`src/common/game_mem_config.svh`:
```
// Memory map and width settings for the game memory core, included by every RTL file that needs them
`ifndef GAME_MEM_CONFIG_SVH
`define GAME_MEM_CONFIG_SVH

// SDRAM word address width
`define SDRAM_AW    22
`define NUM_SLOTS   4

// Requester address widths
`define ROM_AW      21
`define RAM_AW      17
`define GFX_AW      20          // Half bit not included
`define SND_AW      16          // Byte address

// Word offsets inside bank 1
`define RAM_OFFSET  22'h200000
`define VRAM_OFFSET 22'h300000

// Byte addresses where each part of the loader stream begins
`define SND_START   25'h080000
`define GFX_START   25'h0C0000

// SDRAM bank of each region
`define BANK_CPU    2'd1
`define BANK_GFX    2'd2
`define BANK_SND    2'd0

`endif

```
`src/common/game_mem_pkg.sv`:
```
// Shared types for the slot requests, SDRAM commands and download writes; use by scoped name
`include "game_mem_config.svh"

package game_mem_pkg;

    // One requester as seen by the arbiter, address has no region offset yet
    typedef struct packed {
        logic                 valid;
        logic [`SDRAM_AW-1:0] addr;
        logic                 wr;
        logic [15:0]          wdata;
        logic [1:0]           wrmask;   // Active low
    } slot_req_t;

    typedef struct packed {
        logic [`SDRAM_AW-1:0] addr;
        logic [1:0]           bank;
        logic                 rnw;
        logic [15:0]          wdata;
        logic [1:0]           wrmask;
    } sdram_cmd_t;

    // Loader byte turned into an SDRAM programming write
    typedef struct packed {
        logic [`SDRAM_AW-1:0] addr;
        logic [7:0]           data;
        logic [1:0]           mask;
        logic [1:0]           bank;
    } prog_wr_t;

    // Lower index has higher priority
    typedef enum logic [1:0] {
        SLOT_ROM = 2'd0,
        SLOT_RAM = 2'd1,
        SLOT_GFX = 2'd2,
        SLOT_SND = 2'd3
    } slot_id_e;

endpackage

```
`src/sdram_mux/mem_slot.sv`:
```
// One SDRAM requester: latches an access, caches the last read and returns ok and data
`include "game_mem_config.svh"

module mem_slot #(
    parameter int  AW     = 16,
    parameter type data_t = logic [15:0]
) (
    input  logic                   VB,
    input  logic                   rst_n,
    input  logic                   cs,
    input  logic [AW-1:0]          addr,
    input  logic                   wr,
    input  logic [15:0]            din,
    input  logic [1:0]             wrmask,
    output game_mem_pkg::slot_req_t req,
    input  logic                   grant,
    input  logic                   done,
    input  logic [31:0]            rdata,
    output logic                   ok,
    output data_t                  dout
);
    localparam int SAW = `SDRAM_AW;
    localparam int DW  = $bits(data_t);

    logic          cs_q;
    logic          valid;
    logic          valid_n;
    logic          served;         // Latched access has completed
    logic          served_n;
    logic          tag_valid;
    logic          tag_valid_n;
    logic          ok_q;
    logic [AW-1:0] acc_addr;
    logic          acc_wr;
    logic [15:0]   acc_din;
    logic [1:0]    acc_mask;
    logic [AW-1:0] tag_addr;
    data_t         tag_data;
    logic [31:0]   rsel;
    logic          cur_same;
    logic          hit;
    logic          new_acc;

    assign cur_same = (addr == acc_addr) && (wr == acc_wr);
    assign hit      = !wr && tag_valid && (addr == tag_addr);
    assign new_acc  = cs && (!cs_q || !cur_same) && !grant;   // Never relatch under a grant

    // Byte slots pick the upper half for odd addresses
    assign rsel = (DW == 8 && acc_addr[0]) ? (rdata >> 8) : rdata;

    always_comb begin
        valid_n     = valid;
        served_n    = served;
        tag_valid_n = tag_valid;
        if (done) begin
            valid_n  = 1'b0;
            served_n = 1'b1;
            if (!acc_wr)
                tag_valid_n = 1'b1;
        end
        if (!cs && !grant)
            valid_n = 1'b0;                 // Requester left before the arbiter took it
        if (new_acc) begin
            served_n = hit;
            valid_n  = !hit;
            if (wr)
                tag_valid_n = 1'b0;
        end
    end

    always_ff @(posedge VB or negedge rst_n) begin
        if (!rst_n) begin
            cs_q      <= 1'b0;
            valid     <= 1'b0;
            served    <= 1'b0;
            tag_valid <= 1'b0;
            ok_q      <= 1'b0;
        end else begin
            cs_q      <= cs;
            valid     <= valid_n;
            served    <= served_n;
            tag_valid <= tag_valid_n;
            ok_q      <= cs && served_n && (new_acc || cur_same);
        end
    end

    always_ff @(posedge VB) begin
        if (new_acc) begin
            acc_addr <= addr;
            acc_wr   <= wr;
            acc_din  <= din;
            acc_mask <= wrmask;
        end
        if (done && !acc_wr) begin
            tag_addr <= acc_addr;
            tag_data <= rsel[DW-1:0];
        end
    end

    assign req.valid  = valid;
    assign req.addr   = SAW'(acc_addr);
    assign req.wr     = acc_wr;
    assign req.wdata  = acc_din;
    assign req.wrmask = acc_mask;

    assign ok   = ok_q;
    assign dout = tag_data;

endmodule

```
`src/sdram_mux/sdram_arbiter.sv`:
```
// Fixed-priority SDRAM arbiter; maps each slot to its region and bank and runs the req/ack/rdy exchange
`include "game_mem_config.svh"

module sdram_arbiter (
    input  logic                    VB,
    input  logic                    rst_n,
    input  game_mem_pkg::slot_req_t reqs [`NUM_SLOTS],
    input  logic                    ram_sel,      // High for RAM, low for VRAM
    input  logic                    downloading,
    output logic [`NUM_SLOTS-1:0]   grant,
    output logic [`NUM_SLOTS-1:0]   done,
    output logic [31:0]             rdata,
    output logic                    sdram_req,
    output game_mem_pkg::sdram_cmd_t cmd,
    input  logic                    sdram_ack,
    input  logic                    data_rdy,
    input  logic [31:0]             data_read,
    output logic                    refresh_en
);
    typedef enum logic [1:0] {
        ST_IDLE,
        ST_REQ,
        ST_WAIT
    } state_e;

    state_e                 state;
    game_mem_pkg::slot_id_e sel;
    game_mem_pkg::slot_id_e cur;
    logic                   any_valid;
    logic                   start;
    logic [`SDRAM_AW-1:0]   offset;
    logic [1:0]             bank;

    // Lowest valid index wins
    always_comb begin
        any_valid = 1'b0;
        sel       = game_mem_pkg::SLOT_ROM;
        for (int i = `NUM_SLOTS - 1; i >= 0; i--) begin
            if (reqs[i].valid) begin
                any_valid = 1'b1;
                sel       = game_mem_pkg::slot_id_e'(i);
            end
        end
    end

    always_comb begin
        case (sel)
            game_mem_pkg::SLOT_ROM: begin
                offset = '0;
                bank   = `BANK_CPU;
            end
            game_mem_pkg::SLOT_RAM: begin
                offset = ram_sel ? `RAM_OFFSET : `VRAM_OFFSET;
                bank   = `BANK_CPU;
            end
            game_mem_pkg::SLOT_GFX: begin
                offset = '0;                        // Graphics own bank 2 from zero
                bank   = `BANK_GFX;
            end
            default: begin
                offset = '0;
                bank   = `BANK_SND;
            end
        endcase
    end

    assign start = (state == ST_IDLE) && any_valid && !downloading;

    always_ff @(posedge VB or negedge rst_n) begin
        if (!rst_n) begin
            state     <= ST_IDLE;
            sdram_req <= 1'b0;
            cur       <= game_mem_pkg::SLOT_ROM;
        end else begin
            case (state)
                ST_IDLE: if (start) begin
                    state     <= ST_REQ;
                    sdram_req <= 1'b1;
                    cur       <= sel;
                end
                ST_REQ: if (sdram_ack) begin
                    state     <= ST_WAIT;
                    sdram_req <= 1'b0;
                end
                ST_WAIT: if (data_rdy)
                    state <= ST_IDLE;
                default: state <= ST_IDLE;
            endcase
        end
    end

    // Command stays fixed from start until the next start
    always_ff @(posedge VB) begin
        if (start) begin
            cmd.addr   <= reqs[sel].addr + offset;
            cmd.bank   <= bank;
            cmd.rnw    <= !reqs[sel].wr;
            cmd.wdata  <= reqs[sel].wdata;
            cmd.wrmask <= reqs[sel].wrmask;
        end
    end

    // Grant goes out in the start cycle so the slot freezes its request
    always_comb begin
        grant = '0;
        done  = '0;
        if (state == ST_IDLE) begin
            if (start)
                grant[sel] = 1'b1;
        end else begin
            grant[cur] = 1'b1;
            if (state == ST_WAIT && data_rdy)
                done[cur] = 1'b1;
        end
    end

    assign rdata      = data_read;   // Valid together with done
    assign refresh_en = (state == ST_IDLE) && !any_valid;

endmodule

```
`src/rom_load/rom_download.sv`:
```
// Converts the byte-wide loader stream into SDRAM programming writes, held until the SDRAM acknowledges
`include "game_mem_config.svh"

module rom_download (
    input  logic                   VB,
    input  logic                   rst_n,
    input  logic                   downloading,
    input  logic [24:0]            ioctl_addr,
    input  logic [7:0]             ioctl_data,
    input  logic                   ioctl_wr,
    input  logic                   sdram_ack,
    output game_mem_pkg::prog_wr_t prog,
    output logic                   prog_we
);
    logic [24:0] base;
    logic [24:0] rel;
    logic [1:0]  bank;
    logic        take;

    // Region lookup from the stream position
    always_comb begin
        if (ioctl_addr < `SND_START) begin
            bank = `BANK_CPU;
            base = '0;
        end else if (ioctl_addr < `GFX_START) begin
            bank = `BANK_SND;
            base = `SND_START;
        end else begin
            bank = `BANK_GFX;
            base = `GFX_START;
        end
    end

    assign rel  = ioctl_addr - base;
    assign take = downloading && ioctl_wr && !prog_we;   // Bytes during a pending write are lost

    always_ff @(posedge VB or negedge rst_n) begin
        if (!rst_n) begin
            prog_we <= 1'b0;
        end else if (prog_we) begin
            if (sdram_ack)
                prog_we <= 1'b0;
        end else if (take) begin
            prog_we <= 1'b1;
        end
    end

    always_ff @(posedge VB) begin
        if (take) begin
            prog.addr <= rel[`SDRAM_AW:1];
            prog.data <= ioctl_data;
            prog.mask <= rel[0] ? 2'b01 : 2'b10;
            prog.bank <= bank;
        end
    end

endmodule

```
`src/design/game_mem_top.sv`:
```
// Memory side top level: four requester slots, the SDRAM arbiter and the ROM download path
`include "game_mem_config.svh"

module game_mem_top (
    input  logic                     VB,
    input  logic                     rst_n,
    // ROM download
    input  logic                     downloading,
    input  logic [24:0]              ioctl_addr,
    input  logic [7:0]               ioctl_data,
    input  logic                     ioctl_wr,
    output game_mem_pkg::prog_wr_t   prog,
    output logic                     prog_we,
    output logic                     dwnld_busy,
    // Main CPU ROM
    input  logic                     rom_cs,
    input  logic [`ROM_AW-1:0]       rom_addr,
    output logic                     rom_ok,
    output logic [15:0]              rom_dout,
    // Main CPU RAM and VRAM
    input  logic                     ram_cs,
    input  logic                     vram_cs,
    input  logic [`RAM_AW-1:0]       ram_addr,
    input  logic                     ram_wr,
    input  logic [15:0]              ram_din,
    input  logic [1:0]               ram_dsn,
    output logic                     ram_ok,
    output logic [15:0]              ram_dout,
    // Graphics ROM
    input  logic                     gfx_cs,
    input  logic [`GFX_AW-1:0]       gfx_addr,
    input  logic                     gfx_half,
    output logic                     gfx_ok,
    output logic [31:0]              gfx_dout,
    // Sound ROM
    input  logic                     snd_cs,
    input  logic [`SND_AW-1:0]       snd_addr,
    output logic                     snd_ok,
    output logic [7:0]               snd_dout,
    // SDRAM
    output logic                     sdram_req,
    output game_mem_pkg::sdram_cmd_t sdram_cmd,
    input  logic                     sdram_ack,
    input  logic                     data_rdy,
    input  logic [31:0]              data_read,
    output logic                     refresh_en
);
    localparam int SAW = `SDRAM_AW;

    game_mem_pkg::slot_req_t rom_req, ram_req, gfx_req, snd_req;
    game_mem_pkg::slot_req_t reqs [`NUM_SLOTS];
    logic [`NUM_SLOTS-1:0]   grant;
    logic [`NUM_SLOTS-1:0]   done;
    logic [31:0]             rdata;
    logic [`RAM_AW:0]        ram_slot_addr;
    logic [`GFX_AW+1:0]      gfx_word;

    assign ram_slot_addr = {~ram_cs, ram_addr};         // Region bit keeps RAM and VRAM tags apart
    assign gfx_word      = {gfx_addr, gfx_half, 1'b0};  // 16-bit word address
    assign dwnld_busy    = downloading;

    always_comb begin
        reqs[game_mem_pkg::SLOT_ROM]      = rom_req;
        reqs[game_mem_pkg::SLOT_RAM]      = ram_req;
        reqs[game_mem_pkg::SLOT_RAM].addr = SAW'(ram_req.addr[`RAM_AW-1:0]);
        reqs[game_mem_pkg::SLOT_GFX]      = gfx_req;
        reqs[game_mem_pkg::SLOT_SND]      = snd_req;
        reqs[game_mem_pkg::SLOT_SND].addr = snd_req.addr >> 1;   // Byte to word
    end

    mem_slot #(.AW(`ROM_AW), .data_t(logic [15:0])) u_rom_slot (
        .VB(VB), .rst_n(rst_n), .cs(rom_cs), .addr(rom_addr),
        .wr(1'b0), .din(16'd0), .wrmask(2'b11), .req(rom_req),
        .grant(grant[game_mem_pkg::SLOT_ROM]), .done(done[game_mem_pkg::SLOT_ROM]),
        .rdata(rdata), .ok(rom_ok), .dout(rom_dout)
    );

    mem_slot #(.AW(`RAM_AW + 1), .data_t(logic [15:0])) u_ram_slot (
        .VB(VB), .rst_n(rst_n), .cs(ram_cs | vram_cs), .addr(ram_slot_addr),
        .wr(ram_wr), .din(ram_din), .wrmask(ram_dsn), .req(ram_req),
        .grant(grant[game_mem_pkg::SLOT_RAM]), .done(done[game_mem_pkg::SLOT_RAM]),
        .rdata(rdata), .ok(ram_ok), .dout(ram_dout)
    );

    mem_slot #(.AW(`GFX_AW + 2), .data_t(logic [31:0])) u_gfx_slot (
        .VB(VB), .rst_n(rst_n), .cs(gfx_cs), .addr(gfx_word),
        .wr(1'b0), .din(16'd0), .wrmask(2'b11), .req(gfx_req),
        .grant(grant[game_mem_pkg::SLOT_GFX]), .done(done[game_mem_pkg::SLOT_GFX]),
        .rdata(rdata), .ok(gfx_ok), .dout(gfx_dout)
    );

    mem_slot #(.AW(`SND_AW), .data_t(logic [7:0])) u_snd_slot (
        .VB(VB), .rst_n(rst_n), .cs(snd_cs), .addr(snd_addr),
        .wr(1'b0), .din(16'd0), .wrmask(2'b11), .req(snd_req),
        .grant(grant[game_mem_pkg::SLOT_SND]), .done(done[game_mem_pkg::SLOT_SND]),
        .rdata(rdata), .ok(snd_ok), .dout(snd_dout)
    );

    // Offset choice follows the latched request, not the live chip select
    sdram_arbiter u_arbiter (
        .VB(VB), .rst_n(rst_n), .reqs(reqs), .ram_sel(~ram_req.addr[`RAM_AW]),
        .downloading(downloading), .grant(grant), .done(done), .rdata(rdata),
        .sdram_req(sdram_req), .cmd(sdram_cmd), .sdram_ack(sdram_ack),
        .data_rdy(data_rdy), .data_read(data_read), .refresh_en(refresh_en)
    );

    rom_download u_download (
        .VB(VB), .rst_n(rst_n), .downloading(downloading), .ioctl_addr(ioctl_addr),
        .ioctl_data(ioctl_data), .ioctl_wr(ioctl_wr), .sdram_ack(sdram_ack),
        .prog(prog), .prog_we(prog_we)
    );

endmodule

```
`config.mk`:
```
export PLATFORM = sky130hd
export DESIGN_NAME = game_mem_top
export DESIGN_NICKNAME = d
export VERILOG_FILES = /design/src/common/game_mem_pkg.sv /design/src/sdram_mux/mem_slot.sv /design/src/sdram_mux/sdram_arbiter.sv /design/src/rom_load/rom_download.sv /design/src/design/game_mem_top.sv
export VERILOG_INCLUDE_DIRS = /design/src /design/src/common
export SDC_FILE = /design/constraint.sdc
export NUM_CORES = 1
export LEC_CHECK = 0
export BUFFER_PORTS_ARGS = -buffer_cell sky130_fd_sc_hd__buf_4
export CORE_ASPECT_RATIO = 1.5
export CORE_MARGIN = 3
export CORE_UTILIZATION = 56
export DETAILED_ROUTE_END_ITERATION = 7
export MAX_ROUTING_LAYER = met4
export PLACE_DENSITY = 0.85
export SLEW_MARGIN = 10
export SYNTH_ARGS = -nofsm -noshare
export SYNTH_HDL_FRONTEND = slang
export SYNTH_HIERARCHICAL = 1
export SYNTH_SLANG_ARGS = --single-unit
```
`constraint.sdc`:
```
create_clock -name VB -period 4.25 [get_ports VB]
set_clock_uncertainty 0.05 [all_clocks]
set_input_delay 0.85 -clock VB [delete_from_list [all_inputs] [get_ports VB]]
set_output_delay 0.85 -clock VB [all_outputs]
set_load 0.005 [all_outputs]
```
==> results by group, run 1 <==
Route
  • Via count: about 10000
  • Residual DRC: 0
  • Final WL: between 40000 and 50000 um
  • Residual antenna-violating net count after detailed routing: 0
  • DR iter-0 viols: 808
  • Via density: 5.46
  • WL per Instance: 22.1 um
  • Drt first pass iters: 7

Setup path
  • Setup crit start kind: flop
  • Crit path kind: reg -> out
  • Max FO, Critical Path: 42
  • Arrival time at the worst endpoint: between 2 and 2.5 ns
  • Worst EP required: around 3.4 ns
  • FF-to-FF path depth: 7
  • Crit. End Element: output pin

Floorplanning
  • Rows: 77
  • Core area: a little under 30000 um^2
  • Die ar.: 32200 um^2
  • Die Y: between 200 and 250 um
  • IO Count: 327
  • Initial Util: 0.570
  • Die Wd: between 100 and 150 um

Cells and area
  • Reg area: about 12000 um^2
  • Nets: 1573
  • Multi-input logic area: about 4400 um^2
  • Fillcell total: 1948
  • P&R area growth vs syn: 24.0%
  • Final Instance Area: about 21000 um^2
  • Share of cells above drive strength 1: 0.337

Run
  • Max Cap Violations: 0

Clocking
  • Worst-path clk slew: 0.07 ns
  • H-tree levels: 2
  • Clock sinks: 405
  • Clk Latency, worst-skew pair: 0.54 ns
  • Clock Tree Buf Depth: 3
  • CTS tree: built
  • # hold bufs at CTS: 0
  • Postcts setup bufs: 0
  • Total CTS buffers: 38
  • Clock root cell: clkbuf_16
  • CTS resizes: 0

Timing
  • RSZ-0062 raised after global routing: false
  • WHS: roughly 0.18 ns
  • Setup_tns: 0 ns
  • Endpoints failing setup: 0
  • Slew @ Worst Pin: 0.796 ns
  • Final Max Tran Viols: 0
  • Slew headroom: 0.470
  • Max frequency: roughly 0.34 GHz
  • Endpoints failing hold: 0
  • Period minus WS final: 2.94 ns
  • Fin crit share: 0.691

GRT
  • Initial antenna violation count: 2
  • Grt ovf: 0
  • First-pass GRT wire length: 59300 um
  • Largest net degree at the start of global routing: 83
  • Vias in the first global route: approximately 10000
  • GRT Total Usage: 0.251

Power
  • Power consumption: 11.4 mW
  • Pwr dens: between 500 and 600 nW/um^2
  • Maximum vdd drop: between 0.4 and 0.5 mV
  • Leak pwr: 7.80 nW

Synth
  • Syn Area/Cell: 16.4 um^2
  • Synth Warn #: 6
  • Mapped Area: ~17000 um^2
  • Synth Instances: 1024

Min path
  • Hold Path Class: in -> async

Run status
  • Status: finished, final reports clean

Placed design
  • Placed Instance Area: slightly below 20000 um^2
  • GPL Wtd Cong: between 0.8 and 0.9
  • IO buf count: 326
  • Detailed placer's ending HPWL: approximately 29000 um
==> state kept, by name (all words and copies together), names as in the netlist, 18 cells and up <==
register,count
u_arbiter/cmd,43
u_download/prog,34
u_gfx_slot/dout,32
u_gfx_slot/acc_addr,22
u_gfx_slot/tag_addr,22
u_rom_slot/acc_addr,21
u_rom_slot/tag_addr,21
u_ram_slot/acc_addr,18
u_ram_slot/tag_addr,18
==> worst max-delay path, stage by stage (launching register included) <==
cell and delay [ns]:
dfrtp_4 0.70, nor4_2 0.48, and2_1 0.19, buf_4 0.11
==> metal layers <==
layer	share of wire	vias to the layer above	track usage
met5	0	-	-
met2	0.52	444	0.424
met1	0.35	4900	0.285
met3	0.070	103	0.0533
li1	-	4520	-
met4	0.053	0	0.128
==> final cells by class <==
| class | count | area share |
|---|---|---|
| flip-flops and latches | 405 | 0.578 |
| multi-input cells | 586 | 0.213 |
| repair buffers | 340 | 0.122 |
| clock buffers | 46 | 0.0501 |
| well taps | 395 | 0.0237 |
| clock inverters | 24 | 0.00787 |
| inverters | 28 | 0.00504 |
| diodes | 2 | 0.000240 |
==> path summary, 6_finish.rpt <==
path,endpoint,slack [ns],start
min in group VB,u_rom_slot/cs_q$_DFF_PN0_,0.39,rom_cs
worst max-delay path,refresh_en,1.31,u_ram_slot/valid$_DFFE_PN0P_
worst max register to register,u_snd_slot/acc_din[10]$_DFFE_PP_,1.35,u_gfx_slot/valid$_DFFE_PN0P_
worst min-delay path,u_ram_slot/valid$_DFFE_PN0P_,0.18,rst_n
worst min register to register,u_rom_slot/tag_valid$_DFF_PN0_,0.45,u_rom_slot/tag_valid$_DFF_PN0_
max in group asynchronous,u_gfx_slot/valid$_DFFE_PN0P_,3.64,rst_n
==> stage by stage <==
| step | utilization | setup WS, ns | cells |
|---|---|---|---|
| 6_report | 0.707 | 1.31 | 1826 |
| 5_1_grt | 0.707 | 1.16 | 1826 |
| 4_1_cts | 0.707 | 1.30 | 1824 |
| 3_5_place_dp | 0.666 | 1.14 | 1754 |
| 3_3_place_gp | 0.666 | 1.14 | 1754 |
| 2_1_floorplan | - | 0.217 | 1101 |
==> layout by cell type (no fill, tap or decap), types with 3 or more instances in the layout <==
cell type	n
o22a_1	3
nor2_4	3
a21oi_1	8
nand3_1	6
clkbuf_1	5
nor3b_1	3
nor4_1	22
or4_1	3
nand2_1	13
o31ai_1	31
xnor2_1	71
nor3_1	5
dfrtp_1	23
clkinv_2	13
conb_1	81
edfxtp_1	379
o21ai_0	42
mux2i_1	4
nand3b_1	3
a221oi_2	40
xor2_1	90
buf_4	340
nor4_2	4
o31ai_2	8
nor2b_1	41
nand4_1	20
clkinv_1	8
nand2b_1	5
nor2_1	19
o211ai_1	3
inv_1	27
ha_1	3
clkbuf_16	41
mux2_2	9
o22ai_1	3
==> report_power, final <==
| part | internal, mW | switching, mW | leakage, nW | total, mW |
|---|---|---|---|---|
| Combinational | 0.940 | 1.38 | 3.33 | 2.32 |
| Clock | 1.88 | 1.43 | 0.607 | 3.31 |
| Sequential | 5.22 | 0.523 | 3.87 | 5.75 |
| Total | 8.04 | 3.33 | 7.80 | 11.4 |
No activity file was read; power rests on OpenSTA's default activity.
==> run 2, diff against run 1 <==
ABC_AREA = 1   (was default)
CORE_UTILIZATION = 51   (was 56)
PLACE_DENSITY = 0.81   (was 0.85)
clock period = 2.6 ns   (was 4.25 ns; I/O delays follow)
==> results by group, run 2 <==
Clocking
  • Worst-path clk slew: 0.06 ns
  • Postcts setup bufs: 0
  • Clock Tree Buf Depth: 3
  • Clock sinks: approximately 410
  • CTS tree: built
  • Clock root cell: clkbuf_16
  • H-tree levels: 2
  • Clk Latency, worst-skew pair: around 0.54 ns
  • Total CTS buffers: 38

GRT
  • First-pass GRT wire length: 66600 um
  • Largest net degree at the start of global routing: 42
  • Vias in the first global route: 12300
  • Grt ovf: 0
  • GRT Total Usage: 0.247
  • Initial antenna violation count: 2

Cells and area
  • Share of cells above drive strength 1: 0.250
  • Fin cells: between 2000 and 2500
  • Number of flip-flops in the largest register: 43
  • Fillcell total: about 2600
  • Final Instance Area: 21800 um^2
  • Multi-input logic area: about 4500 um^2
  • Reg with most FFs: u_arbiter/cmd
  • P&R area growth vs syn: 24.3%
  • Reg area: ~12000 um^2
  • Core Util, Final: 0.648
  • Nets: 2115
  • Most common cell after layout, fill and taps aside: nand2_1
  • Commonest non-fill, non-tap cells in the layout: nand2_1 (397), edfxtp_1 (379), buf_4 (344)

Timing
  • Max frequency: around 0.4 GHz
  • Final WS setup: around 0.15 ns
  • RSZ-0062 raised after global routing: false
  • Endpoints failing hold: 0
  • Final Max Tran Viols: 0
  • Setup_tns: 0 ns
  • Slew headroom: 0.385
  • Endpoints failing setup: 0
  • Slew @ Worst Pin: around 0.92 ns
  • Fin crit share: 0.941
  • Period minus WS final: 2.45 ns

Power
  • P_sw: between 6 and 7 mW
  • Clock network power share: 0.282
  • Part of the power in registers: 0.470
  • P_int: roughly 14 mW
  • Combinational Power Share: 0.248
  • Switching part of the total power: 0.312
  • Maximum vdd drop: ~0.63 mV
  • Pwr dens: approximately 910 nW/um^2
  • Leak pwr: around 9.4 nW

Floorplanning
  • IO Count: 327
  • Rows: 82
  • Die Wd: about 160 um
  • Core area: approximately 34000 um^2
  • Die Y: around 230 um
  • Initial Util: 0.521
  • Die ar.: 36700 um^2

Synth
  • Mapped Area: around 18000 um^2
  • Syn Area/Cell: around 11 um^2
  • Synth Warn #: 6
  • Synth Instances: around 1500

Placed design
  • GPL Wtd Cong: roughly 0.94
  • Placed Instance Area: 20600 um^2
  • IO buf count: ~330
  • Detailed placer's ending HPWL: approximately 33000 um
  • Cells after DPL: between 2000 and 2500
  • Pre-CTS setup slack: approximately 0.15 ns

Setup path
  • Crit path kind: reg -> reg
  • Arrival time at the worst endpoint: 2.55 ns
  • Worst path slowest cell: inv_2
  • Worst EP required: 2.70 ns
  • Worst path max stage delay: about 0.67 ns
  • Reg2Reg Setup Slack: 0.15 ns
  • Max FO, Critical Path: 39
  • Worst path most repeated cell: nor2_1
  • Setup crit start kind: flop
  • Crit. End Element: flop
  • Cell Chain, Critical Path: or2_2, nor2_1, inv_1, nand2_1, o32ai_1, nor2_1, nand2_2, inv_2

Route
  • Residual DRC: 0
  • Drt first pass iters: 5
  • Residual antenna-violating net count after detailed routing: 0
  • DR iter-0 viols: 896
  • Final WL: 44900 um
  • Via density: approximately 5.0
  • WL per Instance: 18.8 um
  • Via count: ~12000

Run status
  • Status: finished, final reports clean

Run
  • Max Cap Violations: 0

Min path
  • Hold Path Class: in -> reg
[run 2: changes by cell type in the layout (fill, tap and decap cells not counted), moves of 22 or more]
cell,change
a221oi_2,-40
nor2_1,+129
nand2_1,+384
nor4_1,-22
o31ai_1,-29
nor2b_1,-41
xor2_1,-56
inv_1,+179
xnor2_1,-39
o211ai_1,+27
nand3_1,+65
[run 2: final cells by class]
class                   count  share of cell area
flip-flops and latches    405               0.552
diodes                      2            0.000230
well taps                 420              0.0241
clock buffers              45              0.0462
inverters                 223              0.0386
clock inverters            24              0.0105
repair buffers            350               0.123
multi-input cells         923               0.205
[run 2: what timing repair did]
item	4_1_cts	5_1_grt
endpoints found under the setup margin	0	41
hold buffers	1	0
endpoints found under the hold margin	26	0
resized for setup	0	1
[run 2: final timing paths]
check                                                   from                                end  depth (start not counted)
setup / recovery                u_gfx_slot/valid$_DFFE_PN0P_   u_ram_slot/acc_addr[5]$_DFFE_PP_                          8
hold / removal                                        rom_cs          u_rom_slot/cs_q$_DFF_PN0_                          1
setup reg to reg                u_gfx_slot/valid$_DFFE_PN0P_   u_ram_slot/acc_addr[5]$_DFFE_PP_                          8
hold reg to reg            u_ram_slot/acc_addr[17]$_DFFE_PP_  u_ram_slot/tag_addr[17]$_DFFE_PP_                          0
max in group asynchronous                              rst_n          u_snd_slot/cs_q$_DFF_PN0_                          2
min in group asynchronous                              rst_n       u_download/prog_we$_DFF_PN0_                          2
[run 2: worst max-delay path: cells and delay by family (launching register included)]
| kind | cells | cell delay (ns) |
|---|---|---|
| compound gates | 1 | 0.11 |
| buf+inv | 2 | 0.72 |
| flops | 1 | 0.38 |
| simple gates | 5 | 0.79 |
[run 2: power by group through the flow]
stage               Clock, mW  Sequential, mW  Combinational [mW]
finish                   5.58            9.30                4.91
global route             5.92            9.40                5.40
CTS                      5.69            9.29                4.92
detailed placement          0            9.41                4.87
global placement            0            9.38                4.76
floorplan                   0            9.21                3.01
[run 2: stage by stage]
stage	power (mW)	hold WS, ns
finish	19.8	0.0624
CTS	19.9	0.0372
global placement	14.1	0.426
global route	20.7	0.0406
floorplan	12.2	0.174
detailed placement	14.3	0.439
[run 2: per-layer routing]
metal / vias to the layer above / global-route usage / share of wire
li1: 5727 / - / -
met1: 5734 / 0.272 / 0.35
met2: 460 / 0.426 / 0.53
met3: 130 / 0.0367 / 0.060
met4: 0 / 0.137 / 0.062
met5: - / - / 0
